<file path="src/rtl/miner_pkg.sv">
package miner_pkg;

	// the block header is 352 bits wide and arrives one byte at a time
	localparam int STATE_W    = 352;
	localparam int CHUNK_W    = 8;
	localparam int NUM_CHUNKS = STATE_W / CHUNK_W;

	// nonce, score and target all share the 32-bit word width
	localparam int WORD_W    = 32;
	localparam int NUM_WORDS = STATE_W / WORD_W;

	localparam int REPEAT_W   = 8;
	localparam int CHUNK_IX_W = 6;

	// index of the chunk that completes a header
	localparam logic [CHUNK_IX_W-1:0] LAST_CHUNK_IX = CHUNK_IX_W'(NUM_CHUNKS - 1);

	// configuration values loaded at reset
	localparam logic [REPEAT_W-1:0] DEF_REPEATS      = REPEAT_W'(16);
	localparam logic [WORD_W-1:0]   DEF_NONCE_BASE   = '0;
	localparam logic [WORD_W-1:0]   DEF_NONCE_STRIDE = WORD_W'(1);
	// an all-ones target lets nearly every score through
	localparam logic [WORD_W-1:0]   DEF_TARGET       = '1;

	typedef enum logic [0:0] {
		COLLECT   = 1'b0,
		BROADCAST = 1'b1
	} storage_state_e;

	typedef enum logic [1:0] {
		CFG_REPEATS      = 2'd0,
		CFG_NONCE_BASE   = 2'd1,
		CFG_NONCE_STRIDE = 2'd2,
		CFG_TARGET       = 2'd3
	} cfg_addr_e;

endpackage

</file>
<file path="src/rtl/block_storage.sv">
module block_storage (
	input  logic                           clk_i,
	input  logic                           rst_n_i,
	input  logic                           write_valid_i,
	input  logic [miner_pkg::CHUNK_W-1:0]  write_data_i,
	output logic                           write_ready_o,
	input  logic [miner_pkg::REPEAT_W-1:0] repeats_i,
	output logic                           bcast_valid_o,
	output logic                           bcast_first_o,
	output logic [miner_pkg::STATE_W-1:0]  bcast_state_o
);

	// controller state decides whether bytes are taken or the header is broadcast
	miner_pkg::storage_state_e state_q;

	// position of the next byte within the header
	logic [miner_pkg::CHUNK_IX_W-1:0] chunk_ix_q;

	// remaining broadcast cycles, loaded from the repeat count at end of collection
	logic [miner_pkg::REPEAT_W-1:0] bcast_cnt_q;

	// assembled header, held steady for the whole broadcast
	logic [miner_pkg::STATE_W-1:0] header_q;

	logic chunk_accept;
	logic last_chunk;
	logic last_bcast;

	// the source may only hand over bytes while we are collecting
	assign write_ready_o = (state_q == miner_pkg::COLLECT);

	// a byte moves on any edge where valid and ready are both high
	assign chunk_accept = write_valid_i && write_ready_o;

	// this byte completes the header
	assign last_chunk = (chunk_ix_q == miner_pkg::LAST_CHUNK_IX);

	// the counter reaching one means this is the final broadcast cycle of the state
	assign last_bcast = (bcast_cnt_q == miner_pkg::REPEAT_W'(1));

	// controller and counters
	always_ff @(posedge clk_i) begin
		if (!rst_n_i) begin
			state_q     <= miner_pkg::COLLECT;
			chunk_ix_q  <= '0;
			bcast_cnt_q <= '0;
		end else begin
			case (state_q)
				miner_pkg::COLLECT: begin
					if (chunk_accept) begin
						if (last_chunk) begin
							// header complete, so sample the repeat count once here
							state_q     <= miner_pkg::BROADCAST;
							chunk_ix_q  <= '0;
							bcast_cnt_q <= repeats_i;
						end else begin
							chunk_ix_q <= chunk_ix_q + 1'b1;
						end
					end
				end
				miner_pkg::BROADCAST: begin
					// one broadcast per cycle with no stall on the output side
					bcast_cnt_q <= bcast_cnt_q - 1'b1;
					if (last_bcast) begin
						state_q <= miner_pkg::COLLECT;
					end
				end
				default: begin
					state_q <= miner_pkg::COLLECT;
				end
			endcase
		end
	end

	// bytes shift in from the bottom, so chunk 0 ends up in bits 351 to 344
	// after all 44 have arrived
	always_ff @(posedge clk_i) begin
		if (chunk_accept) begin
			header_q <= {header_q[miner_pkg::STATE_W-miner_pkg::CHUNK_W-1:0], write_data_i};
		end
	end

	// the broadcast flags trail the state by one register stage, which keeps
	// them glitch free and gives R valid cycles for R cycles spent in BROADCAST
	always_ff @(posedge clk_i) begin
		if (!rst_n_i) begin
			bcast_valid_o <= 1'b0;
			bcast_first_o <= 1'b0;
		end else begin
			bcast_valid_o <= (state_q == miner_pkg::BROADCAST);
			// the first broadcast is the one with no broadcast just before it.
			// two blocks are always at least 44 idle cycles apart, so this is exact
			bcast_first_o <= (state_q == miner_pkg::BROADCAST) && !bcast_valid_o;
		end
	end

	// header bytes only start shifting again once a chunk is accepted in COLLECT,
	// which is at least one edge after the last broadcast flag has been sampled
	assign bcast_state_o = header_q;

endmodule

</file>
<file path="src/rtl/miner_cfg_regs.sv">
module miner_cfg_regs (
	input  logic                           clk_i,
	input  logic                           rst_n_i,
	input  logic                           cfg_we_i,
	input  miner_pkg::cfg_addr_e           cfg_addr_i,
	input  logic [miner_pkg::WORD_W-1:0]   cfg_wdata_i,
	output logic [miner_pkg::REPEAT_W-1:0] repeats_o,
	output logic [miner_pkg::WORD_W-1:0]   nonce_base_o,
	output logic [miner_pkg::WORD_W-1:0]   nonce_stride_o,
	output logic [miner_pkg::WORD_W-1:0]   target_o
);

	// low byte of the write data as a candidate repeat count
	logic [miner_pkg::REPEAT_W-1:0] repeats_wr;

	// a repeat count of zero would stall the storage controller for 256 cycles
	// with counter wrap, so it is stored as one instead
	always_comb begin
		repeats_wr = cfg_wdata_i[miner_pkg::REPEAT_W-1:0];
		if (repeats_wr == '0) begin
			repeats_wr = miner_pkg::REPEAT_W'(1);
		end
	end

	// the registers drive their outputs directly with no read path
	always_ff @(posedge clk_i) begin
		if (!rst_n_i) begin
			repeats_o      <= miner_pkg::DEF_REPEATS;
			nonce_base_o   <= miner_pkg::DEF_NONCE_BASE;
			nonce_stride_o <= miner_pkg::DEF_NONCE_STRIDE;
			target_o       <= miner_pkg::DEF_TARGET;
		end else if (cfg_we_i) begin
			// single-cycle strobe, the new value is live from the next cycle
			case (cfg_addr_i)
				miner_pkg::CFG_REPEATS: begin
					repeats_o <= repeats_wr;
				end
				miner_pkg::CFG_NONCE_BASE: begin
					nonce_base_o <= cfg_wdata_i;
				end
				miner_pkg::CFG_NONCE_STRIDE: begin
					nonce_stride_o <= cfg_wdata_i;
				end
				miner_pkg::CFG_TARGET: begin
					target_o <= cfg_wdata_i;
				end
				default: begin
					// every two-bit address is decoded above
					repeats_o <= repeats_o;
				end
			endcase
		end
	end

endmodule

</file>
<file path="src/rtl/nonce_dispatch.sv">
module nonce_dispatch (
	input  logic                          clk_i,
	input  logic                          rst_n_i,
	input  logic                          bcast_valid_i,
	input  logic                          bcast_first_i,
	input  logic [miner_pkg::STATE_W-1:0] bcast_state_i,
	input  logic [miner_pkg::WORD_W-1:0]  nonce_base_i,
	input  logic [miner_pkg::WORD_W-1:0]  nonce_stride_i,
	output logic                          disp_valid_o,
	output logic                          disp_first_o,
	output logic [miner_pkg::WORD_W-1:0]  disp_nonce_o,
	output logic [miner_pkg::STATE_W-1:0] disp_state_o
);

	// nonce handed to the current broadcast
	logic [miner_pkg::WORD_W-1:0] nonce_next;

	// a new block restarts at the base, later broadcasts step by the stride.
	// the add wraps naturally at 2 to the 32
	always_comb begin
		if (bcast_first_i) begin
			nonce_next = nonce_base_i;
		end else begin
			nonce_next = disp_nonce_o + nonce_stride_i;
		end
	end

	// flags are control state and are cleared at reset
	always_ff @(posedge clk_i) begin
		if (!rst_n_i) begin
			disp_valid_o <= 1'b0;
			disp_first_o <= 1'b0;
		end else begin
			disp_valid_o <= bcast_valid_i;
			disp_first_o <= bcast_valid_i && bcast_first_i;
		end
	end

	// the running nonce only advances on a broadcast, so the last value issued
	// stays available as the starting point of the next step
	always_ff @(posedge clk_i) begin
		if (!rst_n_i) begin
			disp_nonce_o <= miner_pkg::DEF_NONCE_BASE;
		end else if (bcast_valid_i) begin
			disp_nonce_o <= nonce_next;
		end
	end

	// state travels next to its nonce with no reset
	always_ff @(posedge clk_i) begin
		if (bcast_valid_i) begin
			disp_state_o <= bcast_state_i;
		end
	end

endmodule

</file>
<file path="src/rtl/share_filter.sv">
module share_filter (
	input  logic                          clk_i,
	input  logic                          rst_n_i,
	input  logic                          disp_valid_i,
	input  logic                          disp_first_i,
	input  logic [miner_pkg::WORD_W-1:0]  disp_nonce_i,
	input  logic [miner_pkg::STATE_W-1:0] disp_state_i,
	input  logic [miner_pkg::WORD_W-1:0]  target_i,
	output logic                          share_valid_o,
	output logic                          share_first_o,
	output logic [miner_pkg::WORD_W-1:0]  share_nonce_o,
	output logic [miner_pkg::WORD_W-1:0]  share_score_o,
	output logic                          share_hit_o
);

	// score of the item at the input, before the output register
	logic [miner_pkg::WORD_W-1:0] score;
	logic                         hit;

	// the score is a plain XOR fold standing in for the real double hash.
	// all eleven header words are folded in along with the nonce
	always_comb begin
		score = disp_nonce_i;
		for (int i = 0; i < miner_pkg::NUM_WORDS; i++) begin
			score = score ^ disp_state_i[i*miner_pkg::WORD_W +: miner_pkg::WORD_W];
		end
	end

	// a share is a valid item whose score lies strictly below the target.
	// a score equal to the target is not a hit
	assign hit = disp_valid_i && (score < target_i);

	// flags carry reset so no stale hit shows after reset
	always_ff @(posedge clk_i) begin
		if (!rst_n_i) begin
			share_valid_o <= 1'b0;
			share_first_o <= 1'b0;
			share_hit_o   <= 1'b0;
		end else begin
			share_valid_o <= disp_valid_i;
			share_first_o <= disp_valid_i && disp_first_i;
			share_hit_o   <= hit;
		end
	end

	// nonce and score are payload and only meaningful under share_valid_o
	always_ff @(posedge clk_i) begin
		if (disp_valid_i) begin
			share_nonce_o <= disp_nonce_i;
			share_score_o <= score;
		end
	end

endmodule

</file>
<file path="src/rtl/miner_front_top.sv">
module miner_front_top (
	input  logic                          clk_i,
	input  logic                          rst_n_i,
	input  logic                          write_valid_i,
	input  logic [miner_pkg::CHUNK_W-1:0] write_data_i,
	output logic                          write_ready_o,
	input  logic                          cfg_we_i,
	input  miner_pkg::cfg_addr_e          cfg_addr_i,
	input  logic [miner_pkg::WORD_W-1:0]  cfg_wdata_i,
	output logic                          share_valid_o,
	output logic                          share_first_o,
	output logic [miner_pkg::WORD_W-1:0]  share_nonce_o,
	output logic [miner_pkg::WORD_W-1:0]  share_score_o,
	output logic                          share_hit_o
);

	// configuration values fanned out to the pipeline stages
	logic [miner_pkg::REPEAT_W-1:0] repeats;
	logic [miner_pkg::WORD_W-1:0]   nonce_base;
	logic [miner_pkg::WORD_W-1:0]   nonce_stride;
	logic [miner_pkg::WORD_W-1:0]   target;

	// storage to dispatcher
	logic                          bcast_valid;
	logic                          bcast_first;
	logic [miner_pkg::STATE_W-1:0] bcast_state;

	// dispatcher to share filter
	logic                          disp_valid;
	logic                          disp_first;
	logic [miner_pkg::WORD_W-1:0]  disp_nonce;
	logic [miner_pkg::STATE_W-1:0] disp_state;

	miner_cfg_regs u_cfg_regs (
		.clk_i          (clk_i),
		.rst_n_i        (rst_n_i),
		.cfg_we_i       (cfg_we_i),
		.cfg_addr_i     (cfg_addr_i),
		.cfg_wdata_i    (cfg_wdata_i),
		.repeats_o      (repeats),
		.nonce_base_o   (nonce_base),
		.nonce_stride_o (nonce_stride),
		.target_o       (target)
	);

	block_storage u_block_storage (
		.clk_i         (clk_i),
		.rst_n_i       (rst_n_i),
		.write_valid_i (write_valid_i),
		.write_data_i  (write_data_i),
		.write_ready_o (write_ready_o),
		.repeats_i     (repeats),
		.bcast_valid_o (bcast_valid),
		.bcast_first_o (bcast_first),
		.bcast_state_o (bcast_state)
	);

	// one register stage from broadcast to dispatch
	nonce_dispatch u_nonce_dispatch (
		.clk_i          (clk_i),
		.rst_n_i        (rst_n_i),
		.bcast_valid_i  (bcast_valid),
		.bcast_first_i  (bcast_first),
		.bcast_state_i  (bcast_state),
		.nonce_base_i   (nonce_base),
		.nonce_stride_i (nonce_stride),
		.disp_valid_o   (disp_valid),
		.disp_first_o   (disp_first),
		.disp_nonce_o   (disp_nonce),
		.disp_state_o   (disp_state)
	);

	// and one more stage to the scored result
	share_filter u_share_filter (
		.clk_i         (clk_i),
		.rst_n_i       (rst_n_i),
		.disp_valid_i  (disp_valid),
		.disp_first_i  (disp_first),
		.disp_nonce_i  (disp_nonce),
		.disp_state_i  (disp_state),
		.target_i      (target),
		.share_valid_o (share_valid_o),
		.share_first_o (share_first_o),
		.share_nonce_o (share_nonce_o),
		.share_score_o (share_score_o),
		.share_hit_o   (share_hit_o)
	);

endmodule

</file>
<file path="config.mk">
export PLATFORM = sky130hd
export DESIGN_NAME = miner_front_top
export DESIGN_NICKNAME = d
export VERILOG_FILES = /design/src/rtl/miner_pkg.sv /design/src/rtl/block_storage.sv /design/src/rtl/miner_cfg_regs.sv /design/src/rtl/nonce_dispatch.sv /design/src/rtl/share_filter.sv /design/src/rtl/miner_front_top.sv
export SDC_FILE = /design/constraint.sdc
export NUM_CORES = 1
export LEC_CHECK = 0
export ABC_AREA = 1
export BUFFER_PORTS_ARGS = -buffer_cell sky130_fd_sc_hd__buf_2
export CORE_MARGIN = 10
export CORE_UTILIZATION = 40
export DETAILED_ROUTE_END_ITERATION = 16
export GPL_ROUTABILITY_DRIVEN = 0
export REMOVE_ABC_BUFFERS = 1
export SLEW_MARGIN = 20
export SYNTH_ARGS = -nofsm -noshare
export SYNTH_HDL_FRONTEND = slang
export SYNTH_SLANG_ARGS = --single-unit
export TNS_END_PERCENT = 1
</file>
<file path="constraint.sdc">
create_clock -name clk_i -period 21.9 [get_ports clk_i]
set_clock_uncertainty 0.1 [all_clocks]
set_input_delay 4.38 -clock clk_i [delete_from_list [all_inputs] [get_ports clk_i]]
set_output_delay 4.38 -clock clk_i [all_outputs]
set_load 0.005 [all_outputs]
</file>
-- Yosys cells after proc, flatten, opt, wreduce, memory -nomap -nowiden
Index checks and enable logic that the tools add are counted.
- flip-flop bits (word level): 926
- latch bits: 0
- RAM bits: 0
- ROM bits: 0
- logic and storage cells: 66
- memories: 0
- $add $sub $neg: 3
- multipliers: 0
- div/mod/pow operators: 0
- $lt $le $gt $ge: 1
- equality and inequality tests: 7
- shifts and indexed selects: 0
- multiplexer cells: 10
- bitwise gates (word level): 12
- reduce and logical (&&, ||, !) cells: 14
- operator list (operator ; number):
    $xor 32x32->32 ; 11
    $add 32x32->32 ; 1
    $lt 32x32->1 ; 1
    $mux 32 ; 1
    $mux 8 ; 3
    $pmux 8 s2 ; 1
    $reduce_and 2->1 ; 6
    $eq 8x1->1 const B ; 1
    $logic_not 8->1 ; 1
    $sub 8x1->8 const B ; 1
    $add 6x1->6 const B ; 1
    $eq 6x6->1 const B ; 1
    $mux 6 ; 1
    $logic_and 1x1->1 ; 5
    $eq 2x2->1 const B ; 2
    $ne 2x2->1 const B ; 2
    $mux 1 ; 3
    $eq 2x1->1 const B ; 1
    $logic_not 2->1 ; 1
    $pmux 1 s2 ; 1
    $logic_not 1->1 ; 1
    $not 1->1 ; 1

-- Depth between registers and ports, before layout
- word-level depth: 13
- mapped depth: 20
- depth with buffers taken out: 20

-- Modules after synthesis
Synthesis repeated with hierarchy kept, for this count alone.
- cells, all modules: 2590
- area, all modules: 35526.6 µm²
- modules (own cells, without submodules) (module ; instances ; cells an instance ; area each (µm²)):
    nonce_dispatch ; 1 ; 1060 ; 14386.3
    block_storage ; 1 ; 487 ; 11513.5
    share_filter ; 1 ; 576 ; 5970.7
    miner_cfg_regs ; 1 ; 467 ; 3656.0

-- Worst setup path after synthesis
No wires, ideal clock.
- path type: input to register
- start: input write_valid_i
- end: register u_block_storage.chunk_ix_q[4] (netlist bit)
- library setup time: 0.128 ns
- arrival: 21.211 ns
- slack: 0.461 ns
- cell stages on the path: 7
- cell sequence: inv_1 -> nor2_1 -> inv_1 -> nor3_1 -> nand2_1 -> xor2_1 -> nor2_1
- cells in the longest elaborated chain, start to end: 2
- RTL lines (what ; line ; text):
    start: declaration ; miner_front_top.sv:4 ; input logic write_valid_i,
    $logic_and 1x1->1 ; block_storage.sv:33 ; assign chunk_accept = write_valid_i && write_ready_o;
    via u_block_storage.chunk_accept ; block_storage.sv:25 ; logic chunk_accept;
    $reduce_and 2->1 (no line) ; n/a ;
    end signal: assignment ; block_storage.sv:57 ; chunk_ix_q <= chunk_ix_q + 1'b1;
    end: declaration ; block_storage.sv:17 ; logic [miner_pkg::CHUNK_IX_W-1:0] chunk_ix_q;
The timed path passes the listed nets, and every way through them passes these cells.
A chain may end at the register's enable or synchronous reset.

-- Worst setup path in the final report
- start: input write_valid_i
- end: register u_block_storage.header_q (netlist bit u_block_storage.bcast_state_o[245]), enable pin
- cells in the longest elaborated chain, start to end: 1
- RTL lines (what ; line ; text):
    $logic_and 1x1->1 ; block_storage.sv:33 ;
    via u_block_storage.chunk_accept ; block_storage.sv:25 ;
    end signal: assignment ; block_storage.sv:79 ; header_q <= {header_q[miner_pkg::STATE_W-miner_pkg::CHUNK_W-1:0], write_data_i};
    end: declaration ; block_storage.sv:23 ; logic [miner_pkg::STATE_W-1:0] header_q;
The timed path passes the listed nets, and every way through them passes these cells.

==> impl_metrics.xml <==
<?xml version="1.0" encoding="UTF-8"?>
<metrics>
  <group name="run_status">
    <metric name="outcome" unit="">finished, final reports clean</metric>
  </group>
  <group name="sta">
    <metric name="max_slew.worst_pin.slew" unit="ps">1080</metric>
    <metric name="finalMaxSlewViolations" unit="">0</metric>
    <metric name="setup-violations-final" unit="">0</metric>
    <metric name="fmax" unit="GHz">0.142</metric>
    <metric name="min_period" unit="ps">7030</metric>
    <metric name="timing.hold.ws" unit="ps">315</metric>
    <metric name="rsz0062_at_grt" unit="">no</metric>
    <metric name="fin_tns_setup" unit="ps">0</metric>
    <metric name="worst_slack" unit="ps">14870</metric>
    <metric name="period_share" unit="%">32.1</metric>
    <metric name="slew_headroom" unit="%">28.2</metric>
    <metric name="timing.final.hold_violations" unit="">0</metric>
  </group>
  <group name="yosys">
    <metric name="ys_warns" unit="">0</metric>
    <metric name="synth_cells" unit="">2359</metric>
    <metric name="share_of_async_settable_or_async_resettable_flops_after_synthesis" unit="%">0</metric>
    <metric name="synth.distinct_cells" unit="">53</metric>
    <metric name="synth-xor-area-share" unit="%">9.15</metric>
    <metric name="synth_fa_ha_area_share" unit="%">2.39</metric>
    <metric name="synth.top_cells.by_area" unit="">sky130_fd_sc_hd__edfxtp_1 (66%), sky130_fd_sc_hd__dfxtp_1 (9.1%), sky130_fd_sc_hd__xnor2_1 (8.6%)</metric>
    <metric name="ffs_latches_synth" unit="">926</metric>
    <metric name="synth_top_cell_area_share" unit="%">66.2</metric>
    <metric name="synth_area_per_cell" unit="sq um">14.8</metric>
    <metric name="mappedNetlistArea" unit="sq um">34900</metric>
    <metric name="muxShareOfSynthArea" unit="%">0</metric>
    <metric name="synthSimpleGateAreaFrac" unit="%">5.57</metric>
    <metric name="synth.largest_area_cell" unit="">sky130_fd_sc_hd__edfxtp_1</metric>
    <metric name="seq_area_frac_synth" unit="%">75.2</metric>
    <metric name="synth_commonest_cells" unit="">sky130_fd_sc_hd__edfxtp_1 (768), sky130_fd_sc_hd__xnor2_1 (341), sky130_fd_sc_hd__nor2_1 (200)</metric>
    <metric name="synth-edff-count" unit="">768</metric>
    <metric name="yosys.cell_count.top_type" unit="">sky130_fd_sc_hd__edfxtp_1</metric>
    <metric name="ys_dominant_reg_cell" unit="">sky130_fd_sc_hd__edfxtp_1</metric>
    <metric name="synth_compound_area_share" unit="%">5.46</metric>
    <metric name="synth_top_family_by_area" unit="">XOR/XNOR gates</metric>
  </group>
  <group name="detailed_routing">
    <metric name="avgViaCountPerCell" unit="">4.86</metric>
    <metric name="wirelength" unit="mm">71.2</metric>
    <metric name="avgRoutedWirePerCell" unit="microns">18.8</metric>
    <metric name="drt_pre_antenna_iters" unit="">5</metric>
    <metric name="vias" unit="">18400</metric>
    <metric name="post-route-drc-count" unit="">0</metric>
    <metric name="drtIter0Drc" unit="">1524</metric>
    <metric name="route.antenna.remaining_nets" unit="">0</metric>
  </group>
  <group name="clock_tree">
    <metric name="cts-buffers-inserted" unit="">94</metric>
    <metric name="cts_max_level" unit="">3</metric>
    <metric name="clock_path_buffers" unit="">3</metric>
    <metric name="clock-sinks" unit="">926</metric>
    <metric name="postCtsSetupBuffers" unit="">0</metric>
    <metric name="cts_resized" unit="">0</metric>
    <metric name="worst_skew_pair.late_latency" unit="ps">680</metric>
    <metric name="holdBufCountCts" unit="">0</metric>
    <metric name="clock_tree.root_cell" unit="">sky130_fd_sc_hd__clkbuf_16</metric>
    <metric name="cts.clk_slew.worst_paths" unit="ps">60</metric>
    <metric name="cts_tree" unit="">built</metric>
  </group>
  <group name="grt">
    <metric name="grt_remaining_overflow" unit="">0</metric>
    <metric name="grt_start_max_net_pins" unit="">154</metric>
    <metric name="grt_pass1_wl" unit="mm">108</metric>
    <metric name="number_of_antenna_violations_at_the_first_check_in_global_routing" unit="">24</metric>
    <metric name="grt_use_total" unit="%">14.1</metric>
    <metric name="first_global_vias" unit="">18500</metric>
  </group>
  <group name="die">
    <metric name="dieArea" unit="sq um">99400</metric>
    <metric name="initial_core_util" unit="%">40.2</metric>
    <metric name="io-pin-count" unit="">114</metric>
    <metric name="die_x" unit="microns">315</metric>
    <metric name="die_height" unit="microns">315</metric>
    <metric name="std_cell_rows" unit="">108</metric>
    <metric name="fp.coreArea" unit="sq um">86600</metric>
  </group>
  <group name="power">
    <metric name="vdd.ir_drop.worst" unit="mV">0.0685</metric>
    <metric name="p_per_area" unit="nW/um^2">92.0</metric>
    <metric name="p_leak" unit="nW">14.1</metric>
    <metric name="post-layout-total-power" unit="W">0.00368</metric>
  </group>
  <group name="finish">
    <metric name="layout.filler_cells" unit="">7470</metric>
    <metric name="nNetsFinal" unit="">2649</metric>
    <metric name="synthToLayoutAreaGrowth" unit="%">14.9</metric>
    <metric name="layout.core_utilization" unit="%">46.2</metric>
    <metric name="layout-drive-gt1-share" unit="%">11.6</metric>
  </group>
  <group name="placed_design">
    <metric name="dpl_worst_slack" unit="ps">14120</metric>
    <metric name="placement.io_buffers" unit="">113</metric>
    <metric name="post-dp-hpwl" unit="mm">47.1</metric>
  </group>
  <group name="setup_path">
    <metric name="reg2reg_setup_slack" unit="ps">18230</metric>
    <metric name="cp-end-kind" unit="">register</metric>
    <metric name="critical_path_peak_fanout" unit="">80</metric>
    <metric name="critical_path_required" unit="ps">22100</metric>
    <metric name="worst_setup_start_kind" unit="">input pin</metric>
    <metric name="worst-setup-path-type" unit="">in2reg</metric>
    <metric name="worstPathArrival" unit="ps">7230</metric>
  </group>
  <group name="job">
    <metric name="drv.max_cap_violation_count" unit="">0</metric>
  </group>
  <group name="worst_hold_path">
    <metric name="worstHoldPathType" unit="">reg2reg</metric>
  </group>
</metrics>
[where the power goes]
part	switching (W)	internal [W]
registers	0.0000242	0.00196
clock network	0.000688	0.000951
logic	0.0000451	0.0000165
total	0.000757	0.00292
[metrics by stage]
step / std cells / area [sq um]
2_1_floorplan: 2313 / 34600
3_3_place_gp: 3596 / 36800
3_5_place_dp: 3596 / 36800
4_1_cts: 3773 / 40000
5_1_grt: 3776 / 40000
6_report: 3779 / 40000
[routing by layer]
metal	track usage, %	part of all wire, %	up-vias
li1	-	-	8711
met1	18.7	44	9047
met2	22.5	47	460
met3	3.60	6.7	130
met4	4.74	2.6	12
met5	0	0.11	-
[layout make-up]
class                      count  area [sq um]  area share (%)
inverter                     147           552            1.38
antenna                        6          15.0          0.0375
sequential                   926         26200            65.5
clock inverter                51           661            1.65
clock buffer                 126          2550            6.38
multi-input combinational   1240          7890            19.7
timing repair buffer         128           691            1.73
tap                         1155          1450            3.61
[critical path: stages]
cell	delay, ps
sky130_fd_sc_hd__buf_2	80
sky130_fd_sc_hd__inv_1	60
sky130_fd_sc_hd__nor2_4	70
sky130_fd_sc_hd__buf_4	760
sky130_fd_sc_hd__buf_4	790
sky130_fd_sc_hd__buf_4	890
[path summary, 6_finish.rpt]
check / start / depth (start not counted) / to
max: write_valid_i / 6 / u_block_storage.bcast_state_o[245]
min: u_block_storage.bcast_state_o[346] / 0 / u_nonce_dispatch.disp_state_o[346]
max reg2reg: u_block_storage.state_q / 4 / u_block_storage.bcast_state_o[245]
min reg2reg: u_block_storage.bcast_state_o[346] / 0 / u_nonce_dispatch.disp_state_o[346]
[layout by cell type, fill, tap and decap left out, types with 5 or more instances in the layout]
cell / instances
sky130_fd_sc_hd__clkinvlp_4: 5
sky130_fd_sc_hd__clkbuf_1: 24
sky130_fd_sc_hd__xnor2_1: 341
sky130_fd_sc_hd__buf_4: 14
sky130_fd_sc_hd__a21oi_1: 135
sky130_fd_sc_hd__nand2_1: 181
sky130_fd_sc_hd__clkinv_1: 16
sky130_fd_sc_hd__ha_1: 65
sky130_fd_sc_hd__o21ai_0: 138
sky130_fd_sc_hd__clkbuf_16: 94
sky130_fd_sc_hd__dfxtp_1: 156
sky130_fd_sc_hd__inv_1: 139
sky130_fd_sc_hd__a21o_1: 5
sky130_fd_sc_hd__clkbuf_8: 8
sky130_fd_sc_hd__edfxtp_1: 768
sky130_fd_sc_hd__bufinv_16: 10
sky130_fd_sc_hd__xor2_1: 23
sky130_fd_sc_hd__diode_2: 6
sky130_fd_sc_hd__nand4_1: 16
sky130_fd_sc_hd__buf_2: 113
sky130_fd_sc_hd__clkinv_2: 13
sky130_fd_sc_hd__nand3_1: 42
sky130_fd_sc_hd__nor2_2: 6
sky130_fd_sc_hd__inv_2: 5
sky130_fd_sc_hd__nor3_1: 9
sky130_fd_sc_hd__o211ai_1: 17
sky130_fd_sc_hd__nor2_1: 196
[logic make-up (layout without fill, tap and decap cells)]
group                      Yosys count  count (layout)
DFF                                926             926
AOI/OAI and AO/OA                  340             340
buffers and inverters              193             452
other                                0               6
and+or+nand+nor                    470             470
adders and majority gates           66              66
xor gates and xnor gates           364             364
[registers in the layout (all words and copies together), names as in the netlist, 8 cells and up]
register	count
u_nonce_dispatch.disp_nonce_o	32
u_cfg_regs.nonce_base_o	32
u_share_filter.share_score_o	32
u_block_storage.bcast_cnt_q	8
u_cfg_regs.repeats_o	8
u_block_storage.bcast_state_o	352
u_share_filter.share_nonce_o	32
u_cfg_regs.nonce_stride_o	32
u_nonce_dispatch.disp_state_o	352
u_cfg_regs.target_o	32
No activity file was read; power rests on OpenSTA's default activity.
